**config.mk**
```make
export PLATFORM = sky130hd
export DESIGN_NAME = v_red
export DESIGN_NICKNAME = d
export VERILOG_FILES = /design/src/design/vcop_pkg.sv /design/src/design/v_red.sv
export VERILOG_INCLUDE_DIRS = /design/src /design/src/design
export SDC_FILE = /design/constraint.sdc
export NUM_CORES = 1
export LEC_CHECK = 0
export BUFFER_PORTS_ARGS = -buffer_cell sky130_fd_sc_hd__buf_2
export CAP_MARGIN = 20
export CORE_MARGIN = 4
export CORE_UTILIZATION = 55
export DETAILED_ROUTE_END_ITERATION = 6
export GPL_ROUTABILITY_DRIVEN = 0
export PLACE_DENSITY = 0.93
export SYNTH_ARGS = -nofsm -noshare
export SYNTH_HDL_FRONTEND = slang
export SYNTH_SLANG_ARGS = --single-unit
```
**constraint.sdc**
```tcl
create_clock -name clk -period 6.16 [get_ports clk]
set_input_delay 1.232 -clock clk [delete_from_list [all_inputs] [get_ports clk]]
set_output_delay 1.232 -clock clk [all_outputs]
set_load 0.01 [all_outputs]
```
**src/design/vcop_consts.svh**
```systemverilog
`ifndef VCOP_CONSTS_SVH
`define VCOP_CONSTS_SVH

// Datapath geometry, SEW fixed at 32 and LMUL at 1
`define VCOP_LANES     4              // Elements per vector register
`define VCOP_ELEM_W    32             // Element and scalar word width
`define VCOP_VLEN      128            // Bits per vector register
`define VCOP_REG_BITS  5              // Vector and scalar register index width
`define VCOP_VL_W      3              // vl range 0..4
`define VCOP_VL_MAX    3'd4           // VLMAX with one register group

// Major opcode
`define VCOP_OPV       7'b1010111

// funct3 operand categories
`define VCOP_F3_OPIVV  3'b000
`define VCOP_F3_OPMVV  3'b010
`define VCOP_F3_OPIVI  3'b011
`define VCOP_F3_OPIVX  3'b100
`define VCOP_F3_OPCFG  3'b111

// funct6 codes
`define VCOP_F6_ADD      6'b000000    // OPI space
`define VCOP_F6_SUB      6'b000010
`define VCOP_F6_AND      6'b001001
`define VCOP_F6_OR       6'b001010
`define VCOP_F6_XOR      6'b001011
`define VCOP_F6_REDSUM   6'b000000    // OPM space
`define VCOP_F6_WXUNARY0 6'b010000    // vmv.x.s when vs1 field is 0

`endif

```
**src/design/vcop_pkg.sv**
```systemverilog
`include "vcop_consts.svh"

package vcop_pkg;

    ////////////////////////////////////////////////////////////
    // Data types
    ////////////////////////////////////////////////////////////
    typedef logic [`VCOP_ELEM_W-1:0]   elem_t;      // One vector element
    typedef logic [`VCOP_VLEN-1:0]     vreg_t;      // Whole vector register
    typedef logic [`VCOP_ELEM_W-1:0]   xword_t;     // Base processor word
    typedef logic [`VCOP_REG_BITS-1:0] reg_addr_t;  // Shared by v and x regs
    typedef logic [`VCOP_VL_W-1:0]     vl_t;
    typedef logic [`VCOP_LANES-1:0]    elem_en_t;   // One bit per element

    // Decoded operation
    typedef enum logic [3:0] {
        OP_NONE,
        OP_ADD,
        OP_SUB,
        OP_AND,
        OP_OR,
        OP_XOR,
        OP_REDSUM,
        OP_MVXS,
        OP_SETVL
    } v_op_e;

    // Operand A source, scalar and immediate get broadcast
    typedef enum logic [1:0] {
        SRC_VEC,
        SRC_SCALAR,
        SRC_IMM
    } opsrc_e;

    // Sequencer FSM
    typedef enum logic [1:0] {
        ST_IDLE,
        ST_WB,      // Single writeback cycle
        ST_RED      // Waiting on the reducer
    } seq_state_e;

endpackage

```
**src/design/v_red.sv**
```systemverilog
`timescale 1ns/1ns
`include "vcop_consts.svh"

module v_red (
    input  logic            clk,
    input  logic            rst_n,
    input  logic            start,
    input  vcop_pkg::vl_t   vl,
    input  vcop_pkg::elem_t init,      // vs1[0]
    input  vcop_pkg::vreg_t src,       // vs2
    output logic            done,
    output vcop_pkg::elem_t sum
);

    logic            active;
    vcop_pkg::vl_t   cnt;              // Next element to add
    vcop_pkg::vl_t   vl_q;
    vcop_pkg::vreg_t src_q;
    vcop_pkg::elem_t acc;

    ////////////////////////////////////////////////////////////
    // One element per cycle
    ////////////////////////////////////////////////////////////
    always_ff @(posedge clk or negedge rst_n) begin
        if (!rst_n) begin
            active <= 1'b0;
            cnt    <= '0;
            vl_q   <= '0;
        end else if (start) begin
            active <= 1'b1;
            cnt    <= '0;
            vl_q   <= vl;                        // Latched for the whole run
        end else if (done) begin
            active <= 1'b0;
        end else if (active) begin
            cnt <= cnt + 1'b1;
        end
    end

    always_ff @(posedge clk) begin
        if (start) begin
            src_q <= src;
            acc   <= init;
        end else if (active && !done) begin
            acc <= acc + src_q[cnt[1:0]*`VCOP_ELEM_W +: `VCOP_ELEM_W];
        end
    end

    assign done = active && (cnt == vl_q);   // Final sum in acc this cycle
    assign sum  = acc;

    // Done comes at most vl+1 cycles after its start, so within five
    a_done_after_start: assert property (@(posedge clk) disable iff (!rst_n)
        done |-> $past(start, 1) || $past(start, 2) || $past(start, 3) ||
                 $past(start, 4) || $past(start, 5))
        else $error("reducer done without start");

endmodule

```
==> impl_metrics.csv <==
group,metric,value,unit
outcome,outcome,"completed",
power_and_ir_drop,p_clk_frac,0.191,
global_route,grt_pass1_vias,5671,
drt,via_count,5420,
logic_synthesis,synth_seq_area_share,0.6292,
drt,drtIter0Drc,595,
cts,clkSinkCount,167,
timing,layout_setup_ws,1.964,ns
cts,cts_tree,"yes",
global_route,grt_first_pass_wirelength,28270,µm
logic_synthesis,ys_warn_count,0,
timing,rsz0062_at_grt,"false",
timing,max_freq,238.3,MHz
worst_setup_path,critPathRequiredTime,6.31,ns
flow_run,max-cap-violations,0,
finish,postLayoutCoreUtil,0.6830,
timing,min_period,4.196,ns
global_route,grt_usage,0.2247,
cts,clk_pin_slew_worst_paths,0.07,ns
global_route,use_met2,0.3792,
drt,wl,18160,µm
worst_hold_path,whs_path_depth,1,
power_and_ir_drop,pwr-share-comb,0.484,
timing,fin_tns_setup,0,ns
timing,final_max_slew_viol_count,0,
worst_setup_path,worstPathMaxFanout,28,
worst_setup_path,critPathLaunch,"cnt[0]",
drt,via_per_inst,5.904,
finish,drive_gt1_frac,0.3826,
worst_setup_path,endpoint_kind,"flip-flop",
worst_setup_path,worstPathArrival,4.34,ns
cts,cts_buffer_depth,2,
drt,drc_errors,0,
logic_synthesis,ys_types,55,
timing,worst_slew_pin_slew,1.101,ns
worst_setup_path,worstReg2RegStart,"cnt[0]",
cts,insertion_delay,0.43,ns
logic_synthesis,syn_inst,527,
logic_synthesis,synth_flop_cell,"edfxtp_1",
logic_synthesis,syn_area_per_cell,15.02,µm²
cts,h-tree-depth,4,
global_route,grt_remaining_overflow,0,
worst_hold_path,min_to,"vl_q[2]",
finish,most-common-layout-cells,"buf_2 (197), edfxtp_1 (160), nand2_1 (52), o21ai_0 (36), a21oi_1 (35)",
floorplan,core_area,13990,µm²
worst_setup_path,reg2reg_slack,1.96,ns
floorplan,start_util,0.5657,
cts,cts_resized,0,
global_route,antenna_found_initial,1,
worst_hold_path,hp-start,"vl_q[2]",
power_and_ir_drop,p_sw_frac,0.3914,
floorplan,fp-row-count,43,
timing,setup_viol,0,
drt,first_pass_iters,5,
timing,fin_crit_sh,0.6812,
floorplan,die_x,128.0,µm
logic_synthesis,synth_top_area_cell,"edfxtp_1",
placed_design,port_buffers,198,
worst_hold_path,hold_path.class,"flip-flop to flip-flop",
cts,postCtsSetupRepairBufs,0,
drt,routedWlPerCell,19.78,µm
power_and_ir_drop,ir_worst_vdd,381.1,µV
placed_design,placed_area,8996,µm²
cts,hold_buffers,0,
placed_design,pre_cts_ws,1.963,ns
finish,layout_commonest_cell,"buf_2",
logic_synthesis,async_reset_ff_frac,0.04192,
timing,hold_violations,0,
worst_setup_path,ff2ff_path_depth,9,
worst_setup_path,reg2reg_to,"sum[25]",
placed_design,dp_hpwl,13110,µm
power_and_ir_drop,p_int,3.208,mW
cts,ctsRootBufferMaster,"clkbuf_16",
logic_synthesis,synth_area_leaders,"edfxtp_1 (61%), mux4_2 (9.1%), ha_1 (5.1%), nand2_1 (2.5%), o21ai_0 (2.3%)",
power_and_ir_drop,power,5.271,mW
finish,nets,923,
power_and_ir_drop,pwr-share-seq,0.325,
timing,slew_headroom,0.2662,
logic_synthesis,synthesis.area,7914,µm²
finish,final_area,9554,µm²
global_route,grt-busiest-layer,"met2",
global_route,grt_max_degree,101,
finish,area_growth,20.73,%
power_and_ir_drop,switchingPower,2.063,mW
cts,cts_buffers,17,
power_and_ir_drop,powerDensity,551.7,nW/µm²
logic_synthesis,synth_edf_count,160,
logic_synthesis,yosysTopAreaCellShare,0.6071,
floorplan,die_area,16370,µm²
drt,antenna_left,0,
worst_setup_path,startpoint_type,"flip-flop",
timing,skew,0.01017,ns
floorplan,die_h,128.0,µm
logic_synthesis,ys_ff_latch,167,
logic_synthesis,synth_nets,726,
global_route,met1_usage,0.2662,
power_and_ir_drop,p_leak,3.797,nW
floorplan,boundaryPins,199,
global_route,use_met3,0.05917,
worst_setup_path,critical_path_class,"flip-flop to flip-flop",
==> cell families (layout without fill, tap and decap cells) <==
family                     Yosys count  count (layout)  share of synthesized area
muxes                               41              41                     0.1034
buffers and inverters               28             238                    0.02324
DFF                                167             167                     0.6292
other                                0               1                          0
xor gates and xnor gates            28              28                    0.03099
AOI/OAI and AO/OA                  121             121                    0.09502
and+or+nand+nor                    109             109                    0.06498
adders and majority gates           33              33                    0.05312
==> synthesized netlist by cell type (all sizes together) (5+ instances only) <==
library cell  instances
dfrtp                 7
o21ai                36
edfxtp              160
xor2                 13
clkbuf               14
nand2                52
nor3                  5
xnor2                15
a21o                 13
buf                   8
o31ai                 8
o21a                  5
mux4                 32
nand4                 9
nand3                 6
ha                   32
mux2                  6
inv                   5
a21oi                36
nor2                 15
and3                  6
==> power groups by stage <==
stage	sequential [mW]	combinational (mW)	clock, mW
2_1_floorplan	1.67	1.96	0
3_3_place_gp	1.72	2.37	0
3_5_place_dp	1.74	2.48	0
4_1_cts	1.72	2.52	1.02
5_1_grt	1.75	2.78	1.07
6_report	1.71	2.55	1.01
==> cell type report <==
type	instances	area, µm²
clock inverters	14	126.4
clock buffers	18	429.2
well taps	180	225.2
repair buffers	201	1020
fillers	951	4434
multi-input cells	332	2750
diodes	1	2.502
flip-flops and latches	167	4982
inverters	5	18.77
==> sequential cells by signal, summed over array words and instances (netlist names) <==
name    cells
cnt         3
vl_q        3
src_q     128
sum        32
active      1
==> through the flow <==
stage | cells | hold WS [ns]
finish | 918 | 0.5431
global route | 918 | 0.5756
CTS | 917 | 0.5490
detailed placement | 885 | 0.5284
global placement | 885 | 0.5114
floorplan | 527 | 0.5022
==> per-layer routing <==
metal | vias to the layer above | part of all wire
met3 | 58 | 0.070
li1 | 2475 | -
met2 | 272 | 0.51
met1 | 2615 | 0.38
met4 | 0 | 0.040
met5 | - | 0
==> worst max path at each step <==
stage	endpoint	slack (ns)	depth (start not counted)
floorplan	sum[25]	2.28	12
global placement	sum[25]	2.17	9
detailed placement	sum[25]	1.96	9
CTS	sum[25]	1.98	9
global route	sum[25]	1.70	9
finish	sum[25]	1.96	9
==> critical path, cell delays in order, from the launching register on <==
cell and delay (ns):
dfrtp_2 0.99, mux4_2 0.61, ha_1 0.38, o211ai_1 0.14
o211ai_1 0.30, a31oi_1 0.22, o21ai_0 0.59, nor2b_1 0.33
mux2i_1 0.25, o31ai_1 0.09
Note: power is estimated with default switching activity, not from simulation.
