**src/design/vcop_consts.svh**
```systemverilog
`ifndef VCOP_CONSTS_SVH
`define VCOP_CONSTS_SVH

// Datapath geometry, SEW fixed at 32 and LMUL at 1
`define VCOP_LANES     4              // Elements per vector register
`define VCOP_ELEM_W    32             // Element and scalar word width
`define VCOP_VLEN      128            // Bits per vector register
`define VCOP_REG_BITS  5              // Vector and scalar register index width
`define VCOP_VL_W      3              // vl range 0..4
`define VCOP_VL_MAX    3'd4           // VLMAX with one register group

// Major opcode
`define VCOP_OPV       7'b1010111

// funct3 operand categories
`define VCOP_F3_OPIVV  3'b000
`define VCOP_F3_OPMVV  3'b010
`define VCOP_F3_OPIVI  3'b011
`define VCOP_F3_OPIVX  3'b100
`define VCOP_F3_OPCFG  3'b111

// funct6 codes
`define VCOP_F6_ADD      6'b000000    // OPI space
`define VCOP_F6_SUB      6'b000010
`define VCOP_F6_AND      6'b001001
`define VCOP_F6_OR       6'b001010
`define VCOP_F6_XOR      6'b001011
`define VCOP_F6_REDSUM   6'b000000    // OPM space
`define VCOP_F6_WXUNARY0 6'b010000    // vmv.x.s when vs1 field is 0

`endif

```
**src/design/vcop_pkg.sv**
```systemverilog
`include "vcop_consts.svh"

package vcop_pkg;

    ////////////////////////////////////////////////////////////
    // Data types
    ////////////////////////////////////////////////////////////
    typedef logic [`VCOP_ELEM_W-1:0]   elem_t;      // One vector element
    typedef logic [`VCOP_VLEN-1:0]     vreg_t;      // Whole vector register
    typedef logic [`VCOP_ELEM_W-1:0]   xword_t;     // Base processor word
    typedef logic [`VCOP_REG_BITS-1:0] reg_addr_t;  // Shared by v and x regs
    typedef logic [`VCOP_VL_W-1:0]     vl_t;
    typedef logic [`VCOP_LANES-1:0]    elem_en_t;   // One bit per element

    // Decoded operation
    typedef enum logic [3:0] {
        OP_NONE,
        OP_ADD,
        OP_SUB,
        OP_AND,
        OP_OR,
        OP_XOR,
        OP_REDSUM,
        OP_MVXS,
        OP_SETVL
    } v_op_e;

    // Operand A source, scalar and immediate get broadcast
    typedef enum logic [1:0] {
        SRC_VEC,
        SRC_SCALAR,
        SRC_IMM
    } opsrc_e;

    // Sequencer FSM
    typedef enum logic [1:0] {
        ST_IDLE,
        ST_WB,      // Single writeback cycle
        ST_RED      // Waiting on the reducer
    } seq_state_e;

endpackage

```
**src/design/v_lanes.sv**
```systemverilog
`timescale 1ns/1ns
`include "vcop_consts.svh"

module v_lanes (
    input  logic             clk,
    input  logic             rst_n,
    input  logic             start,
    input  vcop_pkg::v_op_e  op,
    input  vcop_pkg::opsrc_e a_src,
    input  vcop_pkg::vreg_t  vs1_data,
    input  vcop_pkg::vreg_t  vs2_data,
    input  vcop_pkg::xword_t scalar,
    input  vcop_pkg::elem_t  imm,
    output vcop_pkg::vreg_t  result
);

    vcop_pkg::vreg_t alu_out;

    for (genvar i = 0; i < `VCOP_LANES; i++) begin : g_lane
        vcop_pkg::elem_t a;      // Operand A for this lane
        vcop_pkg::elem_t b;      // Always vs2
        vcop_pkg::elem_t res;

        assign b = vs2_data[i*`VCOP_ELEM_W +: `VCOP_ELEM_W];

        always_comb begin
            case (a_src)
                vcop_pkg::SRC_SCALAR: a = scalar;   // Broadcast rs1
                vcop_pkg::SRC_IMM:    a = imm;      // Broadcast imm5
                default:              a = vs1_data[i*`VCOP_ELEM_W +: `VCOP_ELEM_W];
            endcase
        end

        always_comb begin
            case (op)
                vcop_pkg::OP_ADD: res = b + a;
                vcop_pkg::OP_SUB: res = b - a;      // vs2 minus A
                vcop_pkg::OP_AND: res = b & a;
                vcop_pkg::OP_OR:  res = b | a;
                vcop_pkg::OP_XOR: res = b ^ a;
                default:          res = b;
            endcase
        end

        assign alu_out[i*`VCOP_ELEM_W +: `VCOP_ELEM_W] = res;
    end

    // Result captured at the accept edge
    always_ff @(posedge clk or negedge rst_n) begin
        if (!rst_n) begin
            result <= '0;
        end else if (start) begin
            result <= alu_out;
        end
    end

endmodule

```
**config.mk**
```make
export PLATFORM = sky130hd
export DESIGN_NAME = v_lanes
export DESIGN_NICKNAME = d
export VERILOG_FILES = /design/src/design/vcop_pkg.sv /design/src/design/v_lanes.sv
export VERILOG_INCLUDE_DIRS = /design/src /design/src/design
export SDC_FILE = /design/constraint.sdc
export NUM_CORES = 1
export LEC_CHECK = 0
export BUFFER_PORTS_ARGS = -buffer_cell sky130_fd_sc_hd__clkbuf_2
export CORE_ASPECT_RATIO = 1.4
export CORE_MARGIN = 2
export CORE_UTILIZATION = 40
export CTS_BUF_LIST = sky130_fd_sc_hd__clkbuf_4 sky130_fd_sc_hd__clkbuf_8
export DETAILED_ROUTE_END_ITERATION = 6
export GPL_ROUTABILITY_DRIVEN = 0
export PLACE_DENSITY = 0.59
export SLEW_MARGIN = 15
export SYNTH_ARGS = -nofsm -noshare
export SYNTH_HDL_FRONTEND = slang
export SYNTH_SLANG_ARGS = --single-unit
```
**constraint.sdc**
```tcl
create_clock -name clk -period 1.4 [get_ports clk]
set_input_delay 0.21 -clock clk [delete_from_list [all_inputs] [get_ports clk]]
set_output_delay 0.21 -clock clk [all_outputs]
set_load 0.01 [all_outputs]
```
==> reports/results.tsv <==
metric	value	unit
Tmin final	4.380	ns
RSZ-0062 raised after global routing	yes	
Max Root-Sink Buffers	2	
vias per std cell	5.749	
setup skew after layout	0	ns
routed length per instance	21.76	um
synth unique cells	78	
Hold EP	result[14]$_DFFE_PN0P_	
detailed placer's ending HPWL	83.46	mm
FF-to-FF End	result[62]$_DFFE_PN0P_	
share of layout cells above drive strength 1	0.4511	
Storage cell area	3203	um2
H-tree depth	4	
Post-Synthesis Cells	2899	
Slew HR	0.5521	
post-route ant nets	0	
CTS buffer count	17	
Die Y	279.8	um
Synth Area in Compound Gates	0.3067	
Crit Path Class	in -> reg	
CTS tree	yes	
largest family of logic cells by synthesized area	compound AO/OA/AOI/OAI gates	
CTS sink count	128	
Core ar.	53960	um2
area of the multi-input gates	19260	um2
clk_lat worst skew	0.55	ns
most numerous cell in the Yosys netlist	ha_1	
final design utilization	0.6576	
WL final	108.2	mm
Most flops, register	result	
total die area	56250	um2
max FFs per register	128	
fillcell total	4569	
XOR/XNOR Fraction of Synth Area	0.09469	
FF-to-FF Start	result[62]$_DFFE_PN0P_	
largest cells by area after synthesis	ha_1 22%, dfrtp_1 15%, xnor2_1 7.9%	
status	finished with violations	
Design Power	31.06	mW
final slew viol count	0	
R2R cell count	5	
LEAKAGE	18.23	nW
clock root buffer	clkbuf_8	
clk slew on worst S/H paths	0.09	ns
CP Data Required Time	1.83	ns
DRC	0	
Synth area leader	ha_1	
Max-cap violations	0	
Synth Warn #	0	
post-synthesis average cell area	7.498	um2
vias in the first global route	29500	
Worst Max-Slew Pin Slew	0.6649	ns
register bit total from synthesis	128	
Max Fclk	0.2283	GHz
CP endpoint kind	flip-flop	
VDD IR max	0.7050	mV
detailed router's first-iteration violation count	1994	
post-synth top area share	0.2176	
initial antenna violation count	8	
Critical Path Start Type	primary input	
PortBufs	456	
syn_nets	3610	
Layout Nets	4947	
pwr/cell area	875.2	nW/um2
row cnt	101	
FF-to-FF setup slack	0.32	ns
Final Worst Setup Slack	-2.980	ns
Initial Util	0.4028	
final hold violations	0	
Final setup viols	130	
Synth Area in Adders	0.2213	
total congestion overflow	0	
FFs w/ async S/R, synth	1.000	
Mapped Area	21740	um2
Post-synth EDFFs	0	
first-pass GRT wire length	160.8	mm
Pre-antenna DRT Iters	7	
HP Start	vs2_data[14]	
Crit Path Max Fanout	7	
Synth Area in Simple Gates	0.1466	
failing checks	negative setup slack	
Largest regs	result: 128 flops	
largest net degree at the start of global routing	59	
total track usage	0.3660	
vias	28590	
Hold Path Class	in -> reg	
crit path DAT	4.81	ns
most used flip-flop cell after synthesis	dfrtp_1	
fin crit share	3.128	
Seq/Total Area, Yosys	0.1474	
Synth top cells by count	378 x ha_1, 305 x inv_1, 263 x nor2_1	
Horiz. Die Dim	201.0	um
Ports	457	
hold depth	3	
mux contribution to synthesized area	0.001900	
synthesis-to-finish area growth	63.26	%
==> layer usage <==
metal,GRT usage,up-vias,share of wire
met2,0.6190,1353,0.47
met3,0.06736,523,0.067
met4,0.3029,6,0.091
met5,0,-,0.00039
met1,0.3995,13610,0.37
li1,-,13100,-
==> cells by family (layout without fill, tap and decap cells) <==
family / after synthesis / count (layout)
buf+inv: 464 / 1812
xor+xnor: 235 / 235
simple gates: 706 / 706
fa+ha+maj: 382 / 382
compound gates: 980 / 980
mux: 4 / 4
other cells: 0 / 5
flops: 128 / 128
==> cell usage in the layout, fill, tap and decap left out, types with 44 or more instances in the layout <==
cell type | synthesis | final
buf_4 | 0 | 943
o221ai_1 | 49 | 46
ha_1 | 378 | 366
a21oi_2 | 0 | 52
a21oi_1 | 237 | 177
a21o_1 | 73 | 72
xnor2_1 | 197 | 174
a221o_1 | 52 | 50
a221oi_2 | 0 | 69
o21ai_1 | 5 | 71
buf_6 | 3 | 44
inv_1 | 305 | 298
nand2_1 | 230 | 206
clkbuf_2 | 0 | 452
nor2_1 | 263 | 230
dfrtp_1 | 128 | 128
o21ai_0 | 209 | 122
==> worst max-delay path by stage <==
stage / start / to / slack (ns) / cells past startpoint
6_report: a_src[0] / result[29]$_DFFE_PN0P_ / -2.98 / 24
3_3_place_gp: a_src[1] / result[94]$_DFFE_PN0P_ / -3.53 / 22
2_1_floorplan: a_src[1] / result[126]$_DFFE_PN0P_ / -3.33 / 22
4_1_cts: a_src[1] / result[126]$_DFFE_PN0P_ / -2.83 / 21
5_1_grt: a_src[0] / result[95]$_DFFE_PN0P_ / -3.15 / 24
3_5_place_dp: a_src[1] / result[94]$_DFFE_PN0P_ / -3.67 / 22
==> what timing repair did <==
action,CTS,global route
setup endpoints to repair,131,131
pin swaps,199,159
hold buffers,3,0
hold endpoints to repair,130,0
resized for setup,310,193
buffers inserted,46,43
==> metrics by stage <==
step                setup WS [ns]  cells  TNS [ns]  hold slack, ns  area [um2]
CTS                        -2.831   4928   -272.24         0.02743       34140
global route               -3.149   4972   -311.32         0.07861       35480
floorplan                  -3.333   2899   -285.69        -0.08559       22170
detailed placement         -3.673   4850   -364.90          0.1048       32070
finish                     -2.980   4973   -288.80         0.05119       35490
global placement           -3.526   4850   -355.03         0.09994       32070
==> power by group <==
part | total [mW] | internal, mW | switching [mW]
Clock | 3.79 | 1.85 | 1.93
Sequential | 4.63 | 4.24 | 0.393
Combinational | 22.6 | 11.0 | 11.6
Total | 31.1 | 17.1 | 13.9
==> cell type report <==
| type | count | share of cell area |
|---|---|---|
| well taps | 721 | 0.02542 |
| clock inverters | 5 | 0.002186 |
| inverters | 306 | 0.03251 |
| multi-input cells | 2307 | 0.5429 |
| clock buffers | 25 | 0.009168 |
| diodes | 5 | 0.0003526 |
| repair buffers | 1476 | 0.2972 |
| flip-flops and latches | 128 | 0.09026 |
==> critical path: stages <==
cell	delay [ns]
clkbuf_16	0.13
inv_6	0.04
ha_4	0.21
a221o_1	0.32
buf_6	0.15
buf_4	0.12
a222oi_1	0.33
buf_4	0.19
and4_4	0.26
nand2_8	0.08
nor4_4	0.22
a31oi_2	0.18
xnor2_1	0.17
ha_1	0.35
a21oi_2	0.23
o21ai_0	0.14
a21oi_1	0.19
nand2_2	0.16
a31oi_4	0.28
o31a_1	0.26
nand2_2	0.08
xor2_2	0.15
a221oi_2	0.24
a311oi_1	0.08
Note: power is estimated with default switching activity, not from simulation.
