[src/design/vcop_consts.svh]
`ifndef VCOP_CONSTS_SVH
`define VCOP_CONSTS_SVH

// Datapath geometry, SEW fixed at 32 and LMUL at 1
`define VCOP_LANES     4              // Elements per vector register
`define VCOP_ELEM_W    32             // Element and scalar word width
`define VCOP_VLEN      128            // Bits per vector register
`define VCOP_REG_BITS  5              // Vector and scalar register index width
`define VCOP_VL_W      3              // vl range 0..4
`define VCOP_VL_MAX    3'd4           // VLMAX with one register group

// Major opcode
`define VCOP_OPV       7'b1010111

// funct3 operand categories
`define VCOP_F3_OPIVV  3'b000
`define VCOP_F3_OPMVV  3'b010
`define VCOP_F3_OPIVI  3'b011
`define VCOP_F3_OPIVX  3'b100
`define VCOP_F3_OPCFG  3'b111

// funct6 codes
`define VCOP_F6_ADD      6'b000000    // OPI space
`define VCOP_F6_SUB      6'b000010
`define VCOP_F6_AND      6'b001001
`define VCOP_F6_OR       6'b001010
`define VCOP_F6_XOR      6'b001011
`define VCOP_F6_REDSUM   6'b000000    // OPM space
`define VCOP_F6_WXUNARY0 6'b010000    // vmv.x.s when vs1 field is 0

`endif

[src/design/v_csr.sv]
`timescale 1ns/1ns
`include "vcop_consts.svh"

module v_csr (
    input  logic                   clk,
    input  logic                   rst_n,
    input  logic                   set_en,      // Accepted vsetvli
    input  logic [`VCOP_ELEM_W-1:0] avl,
    input  logic                   avl_is_x0,
    output logic [`VCOP_VL_W-1:0]  vl,
    output logic [`VCOP_VL_W-1:0]  new_vl
);

    logic avl_big;

    // AVL of 4 or more clamps to VLMAX
    assign avl_big = (|avl[`VCOP_ELEM_W-1:`VCOP_VL_W]) ||
                     (avl[`VCOP_VL_W-1:0] > `VCOP_VL_MAX);
    assign new_vl  = (avl_is_x0 || avl_big) ? `VCOP_VL_MAX : avl[`VCOP_VL_W-1:0];

    always_ff @(posedge clk or negedge rst_n) begin
        if (!rst_n) begin
            vl <= `VCOP_VL_MAX;                 // Full length out of reset
        end else if (set_en) begin
            vl <= new_vl;
        end
    end

    a_vl_range: assert property (@(posedge clk) disable iff (!rst_n) vl <= `VCOP_VL_MAX)
        else $error("vl above VLMAX");

endmodule

[config.mk]
export PLATFORM = sky130hd
export DESIGN_NAME = v_csr
export DESIGN_NICKNAME = d
export VERILOG_FILES = /design/src/design/v_csr.sv
export VERILOG_INCLUDE_DIRS = /design/src /design/src/design
export SDC_FILE = /design/constraint.sdc
export NUM_CORES = 1
export LEC_CHECK = 0
export BUFFER_PORTS_ARGS = -buffer_cell sky130_fd_sc_hd__buf_2
export CORE_AREA = 2 2 39 41
export CTS_BUF_LIST = sky130_fd_sc_hd__clkbuf_8 sky130_fd_sc_hd__clkbuf_16
export DETAILED_ROUTE_END_ITERATION = 16
export DIE_AREA = 0 0 41 43
export PLACE_DENSITY_LB_ADDON = 0.25
export SYNTH_ARGS = -nofsm -noshare
export SYNTH_HDL_FRONTEND = slang
export SYNTH_SLANG_ARGS = --single-unit
[constraint.sdc]
create_clock -name clk -period 0.8 [get_ports clk]
set_input_delay 0.04 -clock clk [delete_from_list [all_inputs] [get_ports clk]]
set_output_delay 0.04 -clock clk [all_outputs]
set_load 0.05 [all_outputs]
==> results of run 1 <==
[power by group]
part	internal, mW	switching, mW	leakage (nW)
combinational	0.104	0.0702	0.286
clock	0.326	0.0941	0.0269
sequential	0.153	0.000000000105	0.0385
[kinds of logic after synthesis]
group,Yosys count,synth area share (%)
AO/OA/AOI/OAI,3,12.9
buffers and inverters,3,5.29
flip-flops,3,35.9
AND/OR/NAND/NOR,16,45.9
[metrics by stage]
step                      hold WS [ps]  setup slack, ps  total power [mW]
after floorplan                   -256             -383             0.178
after global placement            -165             -400             0.280
after detailed placement          -163             -421             0.282
after CTS                          150             -325             0.738
after global routing               162             -373             0.796
final                              154             -299             0.748
[cell usage in the layout, fill, tap and decap left out]
| cell | instances |
|---|---|
| clkbuf_8 | 3 |
| nor4_2 | 2 |
| or2_1 | 1 |
| buf_4 | 2 |
| nand4_1 | 2 |
| nand2_1 | 2 |
| dlygate4sd3_1 | 1 |
| buf_6 | 15 |
| buf_2 | 27 |
| o41ai_2 | 2 |
| o31a_2 | 1 |
| dfstp_2 | 1 |
| nor3_4 | 2 |
| or2_2 | 1 |
| nor3_1 | 1 |
| nor4_4 | 5 |
| buf_8 | 1 |
| inv_1 | 4 |
| dfrtp_1 | 2 |
[layer usage]
layer / vias up / track usage, %
li1: 201 / -
met1: 169 / 10.3
met2: 35 / 20.9
met3: 0 / 3.66
met4: 0 / 8.00
met5: - / 0
[area by class of cell]
cell class              instances  area share [%]
repair buffers                 46            46.5
flip-flops and latches          3            10.3
clock inverters                 1           0.507
multi-input cells              19            32.9
inverters                       3            1.52
clock buffers                   3            5.57
well taps                      16            2.70
[path summary, 6_finish.rpt]
check | start | end | slack (ps) | cells past startpoint
setup / recovery | avl[5] | new_vl[2] | -300 | 6
hold / removal | rst_n | vl[1]$_DFFE_PN0P_ | 150 | 2
setup reg to reg | vl[2]$_DFFE_PN1P_ | vl[2]$_DFFE_PN1P_ | -20 | 2
hold reg to reg | vl[0]$_DFFE_PN0P_ | vl[0]$_DFFE_PN0P_ | 490 | 2
max in group asynchronous | rst_n | vl[2]$_DFFE_PN1P_ | 460 | 2
min in group clk | set_en | vl[2]$_DFFE_PN1P_ | 160 | 3
[repair_timing]
item	in CTS	in global routing
gates resized for setup	23	7
setup endpoints to repair	9	8
hold buffers	1	0
hold endpoints to repair	3	0
pin swaps	8	4
setup buffers	2	0
==> impl_metrics.toml, run 1 <==
[outcome]
status = "finished, violations left"
violations = "setup timing"

[clocking]
cts_tree = "yes"
numCtsBuffers = 3
cts_root_buf = "clkbuf_8"
clkSinkCount = 3
clkTransAtPathRegs_ps = 30
ctsLongestPathBuffers = 2
htree_levels = 1
clk-insertion-delay-late_ps = 210

[synthesis]
synth_area_leader_cell = "dfrtp_1"
yosysMostFrequentCell = "nor4_1"
ys_seq_elements = 3
netlist.area_leader.share_pct = 23.5
synthArstFlopShare_pct = 100
synth_edf_count = 0
yosys-top-cells-area = "dfrtp_1, nor4_1, dfstp_2"
synthesis.instances = 25
synth_common_cells = "nor4_1, inv_1, nor3_1"
ys_warn_count = 0
synth.avg_cell_area_sq_um = 8.51
syn_area_sq_um = 213
synth_flop_cell = "dfrtp_1"
seq_area_frac_synth_pct = 35.9
ys_types = 12
syn-num-nets = 61

[route]
ant_nets = 0
met3_length_microns = 169
drc_errors = 0
routed_wl_microns = 935
drtIter0Drc = 4
avgRoutedWirePerCell_microns = 10.3
via_count = 405
vias_per_cell = 4.45
top_layer = "met3"
first_pass_iters = 3
wl_met1_microns = 299
dr_wl_met2_microns = 465

[floorplanning]
coreArea_sq_um = 1380
io_pins = 42
dieHeight_microns = 43
die-area_sq_um = 1760
rows = 14
die_w_microns = 41
start_util_pct = 15.4

[worst_setup_path]
crit_path_end_kind = "output port"
cp_slowest_cell = "nor4_4"
crit_family = "simple AND/OR/NAND/NOR gates"
crit_buf_inv = 3
critical_path_peak_fanout = 4
crit_chain = "buf_6 -> nor4_4 -> nand4_1 -> buf_6 -> or2_1 -> buf_6"
critPathMaxStageDelay_ps = 250
start_kind = "primary input"
crit_required_ps = 760
arrival_ps = 1060
cpMostUsedCell = "buf_6"
critical_path_class = "primary input to output port"

[sta]
hold_violations = 0
maxSlewViolCount = 0
min_period_over_period_pct = 137
slew_headroom_pct = 83.5
clock_skew_ps = 0
tightest_slew_ps = 245
post-route-min-period_ps = 1100
setup_tns_ps = -1360
finalWorstSetupSlack_ps = -299
setup_viol = 7
max_freq_mhz = 910
rsz0062_at_grt = "true"

[final_layout]
antenna_cells = 0
largest-register = "vl"
final_util_pct = 53.5
largestRegisters = "vl (3)"
final_nets = 112
syn_to_final_growth_pct = 248
largest_reg_flops = 3
nFillCells = 124
multi_input_area_sq_um = 244
drive_above_1_share_pct = 82.7
seq_area_sq_um = 76.3
final_cell_area_sq_um = 741
fin_cells = 91

[grt]
grt_start_max_net_pins = 6
grt_pass1_wl_microns = 1400
grt_overflow = 0
grt_pass1_vias = 421
antenna_found_initial = 0
track_usage_pct = 11.9

[placement]
dpl.hpwl_microns = 725
gp_congestion = 0.590
port_buffers = 41
place_area_sq_um = 528
place_inst = 85

[power]
power.density_nw_per_um2 = 1010
p_leak_nw = 0.352
vdd_drop_max_mv = 0.693

[min_path]
hold_class = "primary input to async pin"

[flow_run]
drv_cap = 0
No activity file was read; power rests on OpenSTA's default activity.
==> run 2, diff against run 1 <==
- GPL_TIMING_DRIVEN: not set -> 0
- SKIP_LAST_GASP: not set -> 1
==> run 2 against run 1 <==
Against the previous run: the run still ends with setup timing left; non-clock buffer count unchanged; critical path depth unchanged; hold slack got worse by 4.7 ps; clock skew unchanged; clock-buffer cell count unchanged; final area increased by 5.2%; combinational power increased by 9%; largest cell class unchanged; largest power group unchanged.
==> impl_metrics.toml, run 2 (synthesized netlist as in run 1, its figures left out) <==
[worst_setup_path]
worstRegToRegCells = 2
worst-r2r-setup-slack_ps = -30
crit_required_ps = 760
arrival_ps = 1080
r2r_start = "vl[2]$_DFFE_PN1P_"
startpoint = "avl[23]"
critical_path_peak_fanout = 4
crit_end = "new_vl[2]"
critical_path_class = "primary input to output port"
timing.rr.end = "vl[2]$_DFFE_PN1P_"
start_kind = "primary input"
crit_path_end_kind = "output port"

[floorplanning]
start_util_pct = 15.4
io_pins = 42
dieHeight_microns = 43
coreArea_sq_um = 1380
die_w_microns = 41
die-area_sq_um = 1760
rows = 14

[min_path]
hold_class = "primary input to async pin"

[sta]
max_freq_mhz = 894
rsz0062_at_grt = "true"
hold_violations = 0
tightest_slew_ps = 245
clock_skew_ps = 0
finalWorstSetupSlack_ps = -318
post-route-min-period_ps = 1120
min_period_over_period_pct = 140
setup_viol = 7
slew_headroom_pct = 83.6
maxSlewViolCount = 0

[final_layout]
nFillCells = 111
drive_above_1_share_pct = 82.7
multi_input_area_sq_um = 267
layout_common_cells = "buf_2, buf_6, nor4_4, inv_1, clkbuf_8"
seq_area_sq_um = 76.3
layout_commonest_cell = "buf_2"
final_nets = 112
largestRegisters = "vl (3)"
antenna_cells = 0
final_util_pct = 56.3
largest-register = "vl"
syn_to_final_growth_pct = 266
largest_reg_flops = 3

[clocking]
clkTransAtPathRegs_ps = 30
cts_tree = "yes"
htree_levels = 1
numCtsBuffers = 3
ctsLongestPathBuffers = 2
clkSinkCount = 3
clk-insertion-delay-late_ps = 210
cts_root_buf = "clkbuf_8"

[grt]
track_usage_pct = 14.1
antenna_found_initial = 0
grt_pass1_vias = 451
grt_start_max_net_pins = 6
grt_pass1_wl_microns = 1580
grt_overflow = 0

[route]
first_pass_iters = 3
vias_per_cell = 4.65
routed_wl_microns = 1200
drc_errors = 0
drtIter0Drc = 3
avgRoutedWirePerCell_microns = 13.2
ant_nets = 0
via_count = 423

[flow_run]
drv_cap = 0

[placement]
place_ws_ps = -600
port_buffers = 41
gp_congestion = 0.587

[power]
p_leak_nw = 0.386
vdd_drop_max_mv = 0.719
power.density_nw_per_um2 = 978

[outcome]
status = "finished, violations left"
violations = "setup timing"
-- run 2: worst max-delay path, cell delays in order --
cell	delay [ps]
buf_6	100
nor4_4	280
nand4_1	130
buf_6	160
or2_1	210
buf_6	150
-- run 2: power by group --
part,switching (mW),internal [mW],total [mW]
sequential,0.000000000125,0.153,0.153
clock,0.0944,0.326,0.421
combinational,0.0784,0.110,0.189
-- run 2: layout make-up --
cell class | count | share of cell area [%]
Sequential cell | 3 | 9.79
Clock inverter | 1 | 0.482
Inverter | 3 | 1.44
Timing Repair Buffer | 46 | 46.2
Multi-Input combinational cell | 19 | 34.2
Clock buffer | 3 | 5.30
Tap cell | 16 | 2.57
-- run 2: worst min-delay path by stage --
stage | to | start | cells after the start | slack (ps)
floorplan | vl[0]$_DFFE_PN0P_ | rst_n | 0 | -260
global placement | vl[1]$_DFFE_PN0P_ | rst_n | 1 | -160
detailed placement | vl[0]$_DFFE_PN0P_ | rst_n | 1 | -160
CTS | vl[1]$_DFFE_PN0P_ | rst_n | 2 | 150
global route | vl[1]$_DFFE_PN0P_ | rst_n | 2 | 160
finish | vl[0]$_DFFE_PN0P_ | rst_n | 2 | 150
-- run 2: metal layers --
layer | GRT usage (%) | wire length [microns]
met5 | 0 | 0
met4 | 8.00 | 16
met3 | 3.14 | 153
met2 | 28.7 | 726
met1 | 9.68 | 305
-- run 2: what timing repair did --
| action | in CTS | in global routing |
|---|---|---|
| hold buffers | 1 | 0 |
| hold endpoints to repair | 3 | 0 |
| resized for setup | 27 | 9 |
| setup buffers | 4 | 0 |
| endpoints found under the setup margin | 9 | 9 |
| pin swaps | 12 | 11 |
-- run 2: per-stage QoR --
step	power [mW]	instance area, sq um	hold slack [ps]	TNS [ps]	instances
floorplan	0.178	280	-256	-1870	25
global placement	0.280	505	-165	-3420	82
detailed placement	0.283	505	-163	-3470	82
CTS	0.746	722	151	-1570	91
global route	0.816	779	159	-2110	91
finish	0.762	779	149	-1730	91
