$ cat src/design/vcop_consts.svh
`ifndef VCOP_CONSTS_SVH
`define VCOP_CONSTS_SVH

// Datapath geometry, SEW fixed at 32 and LMUL at 1
`define VCOP_LANES     4              // Elements per vector register
`define VCOP_ELEM_W    32             // Element and scalar word width
`define VCOP_VLEN      128            // Bits per vector register
`define VCOP_REG_BITS  5              // Vector and scalar register index width
`define VCOP_VL_W      3              // vl range 0..4
`define VCOP_VL_MAX    3'd4           // VLMAX with one register group

// Major opcode
`define VCOP_OPV       7'b1010111

// funct3 operand categories
`define VCOP_F3_OPIVV  3'b000
`define VCOP_F3_OPMVV  3'b010
`define VCOP_F3_OPIVI  3'b011
`define VCOP_F3_OPIVX  3'b100
`define VCOP_F3_OPCFG  3'b111

// funct6 codes
`define VCOP_F6_ADD      6'b000000    // OPI space
`define VCOP_F6_SUB      6'b000010
`define VCOP_F6_AND      6'b001001
`define VCOP_F6_OR       6'b001010
`define VCOP_F6_XOR      6'b001011
`define VCOP_F6_REDSUM   6'b000000    // OPM space
`define VCOP_F6_WXUNARY0 6'b010000    // vmv.x.s when vs1 field is 0

`endif

$ cat src/design/vcop_pkg.sv
`include "vcop_consts.svh"

package vcop_pkg;

    ////////////////////////////////////////////////////////////
    // Data types
    ////////////////////////////////////////////////////////////
    typedef logic [`VCOP_ELEM_W-1:0]   elem_t;      // One vector element
    typedef logic [`VCOP_VLEN-1:0]     vreg_t;      // Whole vector register
    typedef logic [`VCOP_ELEM_W-1:0]   xword_t;     // Base processor word
    typedef logic [`VCOP_REG_BITS-1:0] reg_addr_t;  // Shared by v and x regs
    typedef logic [`VCOP_VL_W-1:0]     vl_t;
    typedef logic [`VCOP_LANES-1:0]    elem_en_t;   // One bit per element

    // Decoded operation
    typedef enum logic [3:0] {
        OP_NONE,
        OP_ADD,
        OP_SUB,
        OP_AND,
        OP_OR,
        OP_XOR,
        OP_REDSUM,
        OP_MVXS,
        OP_SETVL
    } v_op_e;

    // Operand A source, scalar and immediate get broadcast
    typedef enum logic [1:0] {
        SRC_VEC,
        SRC_SCALAR,
        SRC_IMM
    } opsrc_e;

    // Sequencer FSM
    typedef enum logic [1:0] {
        ST_IDLE,
        ST_WB,      // Single writeback cycle
        ST_RED      // Waiting on the reducer
    } seq_state_e;

endpackage

$ cat src/design/v_decoder.sv
`timescale 1ns/1ns
`include "vcop_consts.svh"

module v_decoder (
    input  vcop_pkg::xword_t    instr,
    output vcop_pkg::v_op_e     op,
    output vcop_pkg::opsrc_e    a_src,
    output vcop_pkg::reg_addr_t vd,
    output vcop_pkg::reg_addr_t vs1,
    output vcop_pkg::reg_addr_t vs2,
    output vcop_pkg::elem_t     imm,
    output logic                legal
);

    logic [6:0] opcode;
    logic [2:0] funct3;
    logic [5:0] funct6;

    assign opcode = instr[6:0];
    assign funct3 = instr[14:12];
    assign funct6 = instr[31:26];
    assign vd     = instr[11:7];             // Also rd for scalar results
    assign vs1    = instr[19:15];            // Also rs1 and imm5
    assign vs2    = instr[24:20];
    assign imm    = {{(`VCOP_ELEM_W-5){1'b0}}, instr[19:15]};  // Zero extended imm5

    always_comb begin
        op    = vcop_pkg::OP_NONE;
        a_src = vcop_pkg::SRC_VEC;
        if (opcode == `VCOP_OPV) begin
            case (funct3)
                `VCOP_F3_OPIVV, `VCOP_F3_OPIVX, `VCOP_F3_OPIVI: begin
                    case (funct6)
                        `VCOP_F6_ADD: op = vcop_pkg::OP_ADD;
                        `VCOP_F6_SUB: op = vcop_pkg::OP_SUB;
                        `VCOP_F6_AND: op = vcop_pkg::OP_AND;
                        `VCOP_F6_OR:  op = vcop_pkg::OP_OR;
                        `VCOP_F6_XOR: op = vcop_pkg::OP_XOR;
                        default:      op = vcop_pkg::OP_NONE;
                    endcase
                    // Operand class follows funct3
                    if (funct3 == `VCOP_F3_OPIVX) begin
                        a_src = vcop_pkg::SRC_SCALAR;
                    end else if (funct3 == `VCOP_F3_OPIVI) begin
                        a_src = vcop_pkg::SRC_IMM;
                    end
                end
                `VCOP_F3_OPMVV: begin
                    if (funct6 == `VCOP_F6_REDSUM) begin
                        op = vcop_pkg::OP_REDSUM;
                    end else if (funct6 == `VCOP_F6_WXUNARY0 && vs1 == '0) begin
                        op = vcop_pkg::OP_MVXS;   // vs1 field selects vmv.x.s
                    end
                end
                `VCOP_F3_OPCFG: begin
                    if (!instr[31]) begin
                        op = vcop_pkg::OP_SETVL;  // vsetvli only
                    end
                end
                default: op = vcop_pkg::OP_NONE;
            endcase
        end
    end

    // Anything outside the supported set decodes to OP_NONE
    assign legal = (op != vcop_pkg::OP_NONE);

endmodule

$ cat config.mk
export PLATFORM = sky130hd
export DESIGN_NAME = v_decoder
export DESIGN_NICKNAME = d
export VERILOG_FILES = /design/src/design/vcop_pkg.sv /design/src/design/v_decoder.sv
export VERILOG_INCLUDE_DIRS = /design/src /design/src/design
export SDC_FILE = /design/constraint.sdc
export NUM_CORES = 1
export LEC_CHECK = 0
export ABC_CLOCK_PERIOD_IN_PS = 1900
export BUFFER_PORTS_ARGS = -buffer_cell sky130_fd_sc_hd__clkbuf_2
export CELL_PAD_IN_SITES_DETAIL_PLACEMENT = 1
export CELL_PAD_IN_SITES_GLOBAL_PLACEMENT = 1
export CORE_MARGIN = 4
export CORE_UTILIZATION = 17
export DETAILED_ROUTE_END_ITERATION = 6
export PLACE_DENSITY = 0.83
export SYNTH_ARGS = -nofsm -noshare
export SYNTH_HDL_FRONTEND = slang
export SYNTH_SLANG_ARGS = --single-unit
$ cat constraint.sdc
create_clock -name vclk -period 1.9
set_clock_uncertainty 0.05 [all_clocks]
set_input_delay 0.38 -clock vclk [all_inputs]
set_output_delay 0.38 -clock vclk [all_outputs]
set_load 0.005 [all_outputs]
==> results by group, run 1 <==
Route
  • Residual DRC count: 0
  • Routed vias/inst: 3.530
  • Via count: 579
  • Routed wire per std cell: 9.780 um
  • First-pass DRT Iterations: 2
  • Post-Route WL: 1.604 mm
  • Initial DRC Count: 10
  • Routed Antenna Nets: 0

Layout
  • Number of diodes: 0
  • Clkbuf count: 0
  • Area Overhead vs Synth: 28.54%
  • Share of layout cells above drive strength 1: 59.32%
  • FILL cells: 450
  • Final #Nets: 152
  • FF/Latch Area: 0 sq um
  • Fin cells: 164
  • FFs & Latches: 0

Placement
  • Routability cong.: 0.7251
  • DPL Wire Length: 1.471 mm
  • Port Buffers: 38
  • Placed Cells: 161

Power and ir drop
  • P per Cell Area: 137.4 nW/um^2
  • Max VDD drop: 0.02784 mV
  • P_leak: 0.4035 nW
  • Power Total: 0.0001060 W

GRT
  • Initial antenna violation count: 0
  • Vias in the first global route: 563
  • First-pass GRT wire length: 2.359 mm
  • Total gr overflow: 0
  • Pin count of the biggest net entering global routing: 7
  • GRT Overall Usage: 6.330%

Worst setup path
  • Critical path launch point type: input port
  • Worst path max stage delay: 0.54 ns
  • Critical Path End: legal
  • CP bufs+invs: 2
  • Slowest cell on crit path: or4b_4
  • CP Capture Type: output pin
  • Worst EP required: 1.47 ns
  • Crit path DAT: 1.74 ns
  • Critical Path, Cell by Cell: clkbuf_2, nand4b_1, or3_4, or4b_4, o31ai_2, buf_2
  • Critical path launch point: instr[5]
  • Crit-path leading delay family: simple AND/OR/NAND/NOR gates
  • Number of cells on the critical path: 6
  • Critical-path maximum fanout: 2
  • Kind of critical path: in -> out

Timing
  • Final period utilization: 114.4%
  • # setup viols final: 7
  • Post-route setup slack: -0.2740 ns
  • RSZ-0062 raised after global routing: yes
  • Final Max Slew Viols: 0
  • Final TNS setup: -1.008 ns
  • Hold Fails Final Rpt: 0
  • Minimum clock period: 2.174 ns
  • Fmax: 460.0 MHz

Synthesis
  • Syn Std Cell Area: 600.6 sq um
  • Synth cell types: 26
  • Post-synthesis cell count: 87
  • Avg Inst Size Synth: 6.903 sq um
  • Register area share after synthesis: 0%
  • Synth area leader: buf_4
  • Synth area leaders: buf_4 (59%), a21oi_1 (4.2%), nand2_1 (3.8%)
  • Yosys top cell area share: 58.75%
  • Syn. warnings: 0
  • Commonest cells in the netlist: buf_4 (47), nand2_1 (6), a21oi_1 (5)
  • Top-count cell post-synth: buf_4

Floorplanning
  • Die width: 67.44 um
  • Die Footprint: 4547 sq um
  • Core Area: 3363 sq um
  • I/O Pins: 86
  • Core Rows: 21
  • Initial Util: 17.86%
  • Die height: 67.44 um

Run status
  • Failing checks: negative setup slack
  • Status: finished with violations

Clock network
  • Hold_buf cts: 0

Min path
  • Hold WC Path Type: in -> out

Run
  • Max Cap Violations: 0
## cells in the final DEF, fill, tap and decap left out
cell       synthesis  layout
a21oi_2            0       2
nand2b_1           1       1
buf_2              0       7
inv_1              2       1
nand3_2            0       2
o31ai_2            1       1
or4_4              0       1
or3_4              1       1
nor3_4             0       1
a21o_4             0       1
conb_1             1      27
a21oi_1            5       3
nand2_1            6       6
clkbuf_2           0      30
or3_1              1       1
a2111oi_4          0       1
nor2_1             4       3
or4b_4             1       2
nor3b_1            1       1
o21ai_1            1       1
nand4_1            1       1
or2_4              0       1
inv_2              0       1
buf_4             47      14
nor2_2             0       1
buf_6              0       1
and2_1             1       1
nor3_2             1       1
o21ai_2            0       2
nand4b_1           1       1
nand3b_1           1       1
## through the flow
step	worst slack (ns)	util (%)	instance area, sq um	hold WS (ns)
after floorplan	-0.03292	-	698.2	0.7465
after global placement	-0.2873	20.09	675.6	0.7100
after detailed placement	-0.3188	20.09	675.6	0.7100
after CTS	-0.2927	21.47	721.9	0.7100
after global routing	-0.3147	22.95	772.0	0.7100
final	-0.2740	22.95	772.0	0.7100
## layout make-up
cell class                      count  area (sq um)  share of cell area, %
Multi-Input combinational cell     64         405.4                  52.51
Timing Repair Buffer               52         301.5                  39.06
Tap cell                           46         57.56                  7.455
Inverter                            2         7.507                 0.9724
## worst min path at each step
stage / from / endpoint / depth (start not counted) / slack [ns]
floorplan: instr[13] / a_src[0] / 1 / 0.75
global placement: instr[7] / vd[0] / 0 / 0.71
detailed placement: instr[7] / vd[0] / 0 / 0.71
CTS: instr[7] / vd[0] / 0 / 0.71
global route: instr[11] / vd[4] / 0 / 0.71
finish: instr[20] / vs2[0] / 0 / 0.71
## kinds of logic (layout without fill, tap and decap cells)
group,count (synthesis),in the layout,synth area share (%)
AO/OA/AOI/OAI,11,11,12.71
buffers and inverters,49,54,60.00
other,1,27,0.6244
AND/OR/NAND/NOR,26,26,26.67
## power by group
part | internal, W | total [W] | switching, W
registers | 0 | 0 | 0
logic | 0.0000495 | 0.000106 | 0.0000565
clock network | 0 | 0 | 0
total | 0.0000495 | 0.000106 | 0.0000565
## routing by layer
layer,share of wire (%),GRT usage (%)
met1,32,6.890
met2,57,13.13
met3,11,0.8319
met4,0.31,0.5063
met5,0,0
## what timing repair did
| action | in CTS | in global routing |
|---|---|---|
| buffers inserted | 2 | 1 |
| setup endpoints to repair | 6 | 7 |
| pin swaps | 5 | 2 |
| resized for setup | 9 | 17 |
Note: power is estimated with default switching activity, not from simulation.
==> inputs of run 2 (changes only) <==
--- a/config.mk
+++ b/config.mk
@@ -6,14 +6,14 @@
 export SDC_FILE = /design/constraint.sdc
 export NUM_CORES = 1
 export LEC_CHECK = 0
-export ABC_CLOCK_PERIOD_IN_PS = 1900
+export ABC_CLOCK_PERIOD_IN_PS = 2820
 export BUFFER_PORTS_ARGS = -buffer_cell sky130_fd_sc_hd__clkbuf_2
 export CELL_PAD_IN_SITES_DETAIL_PLACEMENT = 1
 export CELL_PAD_IN_SITES_GLOBAL_PLACEMENT = 1
 export CORE_MARGIN = 4
-export CORE_UTILIZATION = 17
+export CORE_UTILIZATION = 20
 export DETAILED_ROUTE_END_ITERATION = 6
-export PLACE_DENSITY = 0.83
+export PLACE_DENSITY = 0.91
 export SYNTH_ARGS = -nofsm -noshare
 export SYNTH_HDL_FRONTEND = slang
 export SYNTH_SLANG_ARGS = --single-unit
==> constraint.sdc (replaced) <==
create_clock -name vclk -period 2.82
set_clock_uncertainty 0.05 [all_clocks]
set_input_delay 0.564 -clock vclk [all_inputs]
set_output_delay 0.564 -clock vclk [all_outputs]
set_load 0.005 [all_outputs]
==> results by group, run 2 (synthesis gave the netlist of run 1 again) <==
Clock network
  • Hold_buf cts: 0
  • Setup bufs post-CTS: 0
  • Resized Gates After CTS: 0

Timing
  • Worst slew pin tran: 0.5281 ns
  • Final period utilization: 91.77%
  • RSZ-0062 raised after global routing: no
  • Hold slack: 1.078 ns
  • Hold Fails Final Rpt: 0
  • Final TNS setup: 0 ns
  • # setup viols final: 0
  • Minimum clock period: 2.588 ns
  • Slew margin rel.: 64.73%
  • Final Max Slew Viols: 0
  • Fmax: 386.4 MHz

Placement
  • Routability cong.: 0.7399
  • Port Buffers: 38
  • DPL Wire Length: 1.314 mm
  • Placed Cells: 135

Layout
  • Share of layout cells above drive strength 1: 42.31%
  • Number of diodes: 0
  • FF/Latch Area: 0 sq um
  • Final #Nets: 138
  • Most common cell after layout, fill and taps aside: clkbuf_2
  • Area Overhead vs Synth: -4.375%
  • Post-layout util: 20.47%
  • FILL cells: 377
  • Area occupied by multi-input gates: 337.8 sq um
  • Fin cells: 135
  • Most frequent cells in the layout: clkbuf_2 (38), conb_1 (27), nand2_1 (6)
  • FFs & Latches: 0
  • Clkbuf count: 0

Floorplanning
  • Initial Util: 21.41%
  • Die width: 62.80 um
  • Die Footprint: 3944 sq um
  • Die height: 62.80 um
  • I/O Pins: 86
  • Core Rows: 19
  • Core Area: 2805 sq um

GRT
  • First-pass GRT wire length: 2.007 mm
  • Total gr overflow: 0
  • Initial antenna violation count: 0
  • Pin count of the biggest net entering global routing: 7
  • GRT Overall Usage: 5.825%
  • Vias in the first global route: 496

Power and ir drop
  • Switching power: 0.00003076 W
  • Net Sw Frac: 59.31%
  • Sequential power share: 0%
  • Power share of the combinational group: 100.0%
  • Clock network power share: 0%
  • P_leak: 0.3219 nW
  • Pint: 0.00002110 W
  • Max VDD drop: 0.02026 mV
  • P per Cell Area: 90.29 nW/um^2

Worst setup path
  • Kind of critical path: in -> out
  • CP Capture Type: output pin
  • Critical-path maximum fanout: 3
  • Crit path DAT: 1.97 ns
  • Critical path launch point type: input port
  • Worst EP required: 2.21 ns

Route
  • Routed vias/inst: 3.859
  • Via count: 521
  • Initial DRC Count: 5
  • Post-Route WL: 1.392 mm
  • Residual DRC count: 0
  • Routed wire per std cell: 10.31 um
  • Routed Antenna Nets: 0
  • First-pass DRT Iterations: 2

Min path
  • Min-Delay Startpoint: instr[11]
  • Hold path cells: 0
  • Hold Crit Endpoint: vd[4]
  • Hold WC Path Type: in -> out

Run status
  • Status: complete, no violations

Run
  • Max Cap Violations: 0
[run 2: worst max path at each step]
stage | from | end | slack [ns] | depth (start not counted)
final | instr[15] | legal | 0.23 | 6
after global routing | instr[13] | op[1] | 0.08 | 6
after CTS | instr[15] | legal | 0.21 | 6
after detailed placement | instr[13] | legal | 0.20 | 6
after global placement | instr[15] | legal | 0.26 | 6
after floorplan | instr[5] | legal | 0.52 | 4
[run 2: per-layer routing]
layer | global-route usage, % | part of all wire, % | up-vias
li1 | - | - | 251
met1 | 5.556 | 33 | 234
met2 | 12.52 | 52 | 36
met3 | 1.439 | 15 | 0
met4 | 0.5510 | 0 | 0
met5 | 0 | 0 | -
[run 2: final cells by class]
cell class	instances	area share [%]
Tap cell	31	6.754
Inverter	2	1.307
Multi-Input combinational cell	64	58.82
Timing Repair Buffer	38	33.12
[run 2: worst max-delay path, stage by stage]
cell,delay (ns)
clkbuf_2,0.10
or4_1,0.53
o21ai_0,0.26
a21oi_1,0.12
o31ai_2,0.24
clkbuf_2,0.15
[run 2: power groups by stage]
stage	Clock, W	Combinational, W	Sequential (W)
global placement	0	0.0000499	0
CTS	0	0.0000516	0
global route	0	0.0000593	0
floorplan	0	0.0000693	0
detailed placement	0	0.0000513	0
finish	0	0.0000519	0
[run 2: metrics by stage]
stage | setup WS [ns] | total power, W | instance area [sq um]
after floorplan | 0.5191 | 0.00006935 | 698.2
after global placement | 0.2559 | 0.00004988 | 574.3
after detailed placement | 0.2049 | 0.00005129 | 574.3
after CTS | 0.2054 | 0.00005162 | 574.3
after global routing | 0.08371 | 0.00005926 | 574.3
final | 0.2320 | 0.00005186 | 574.3
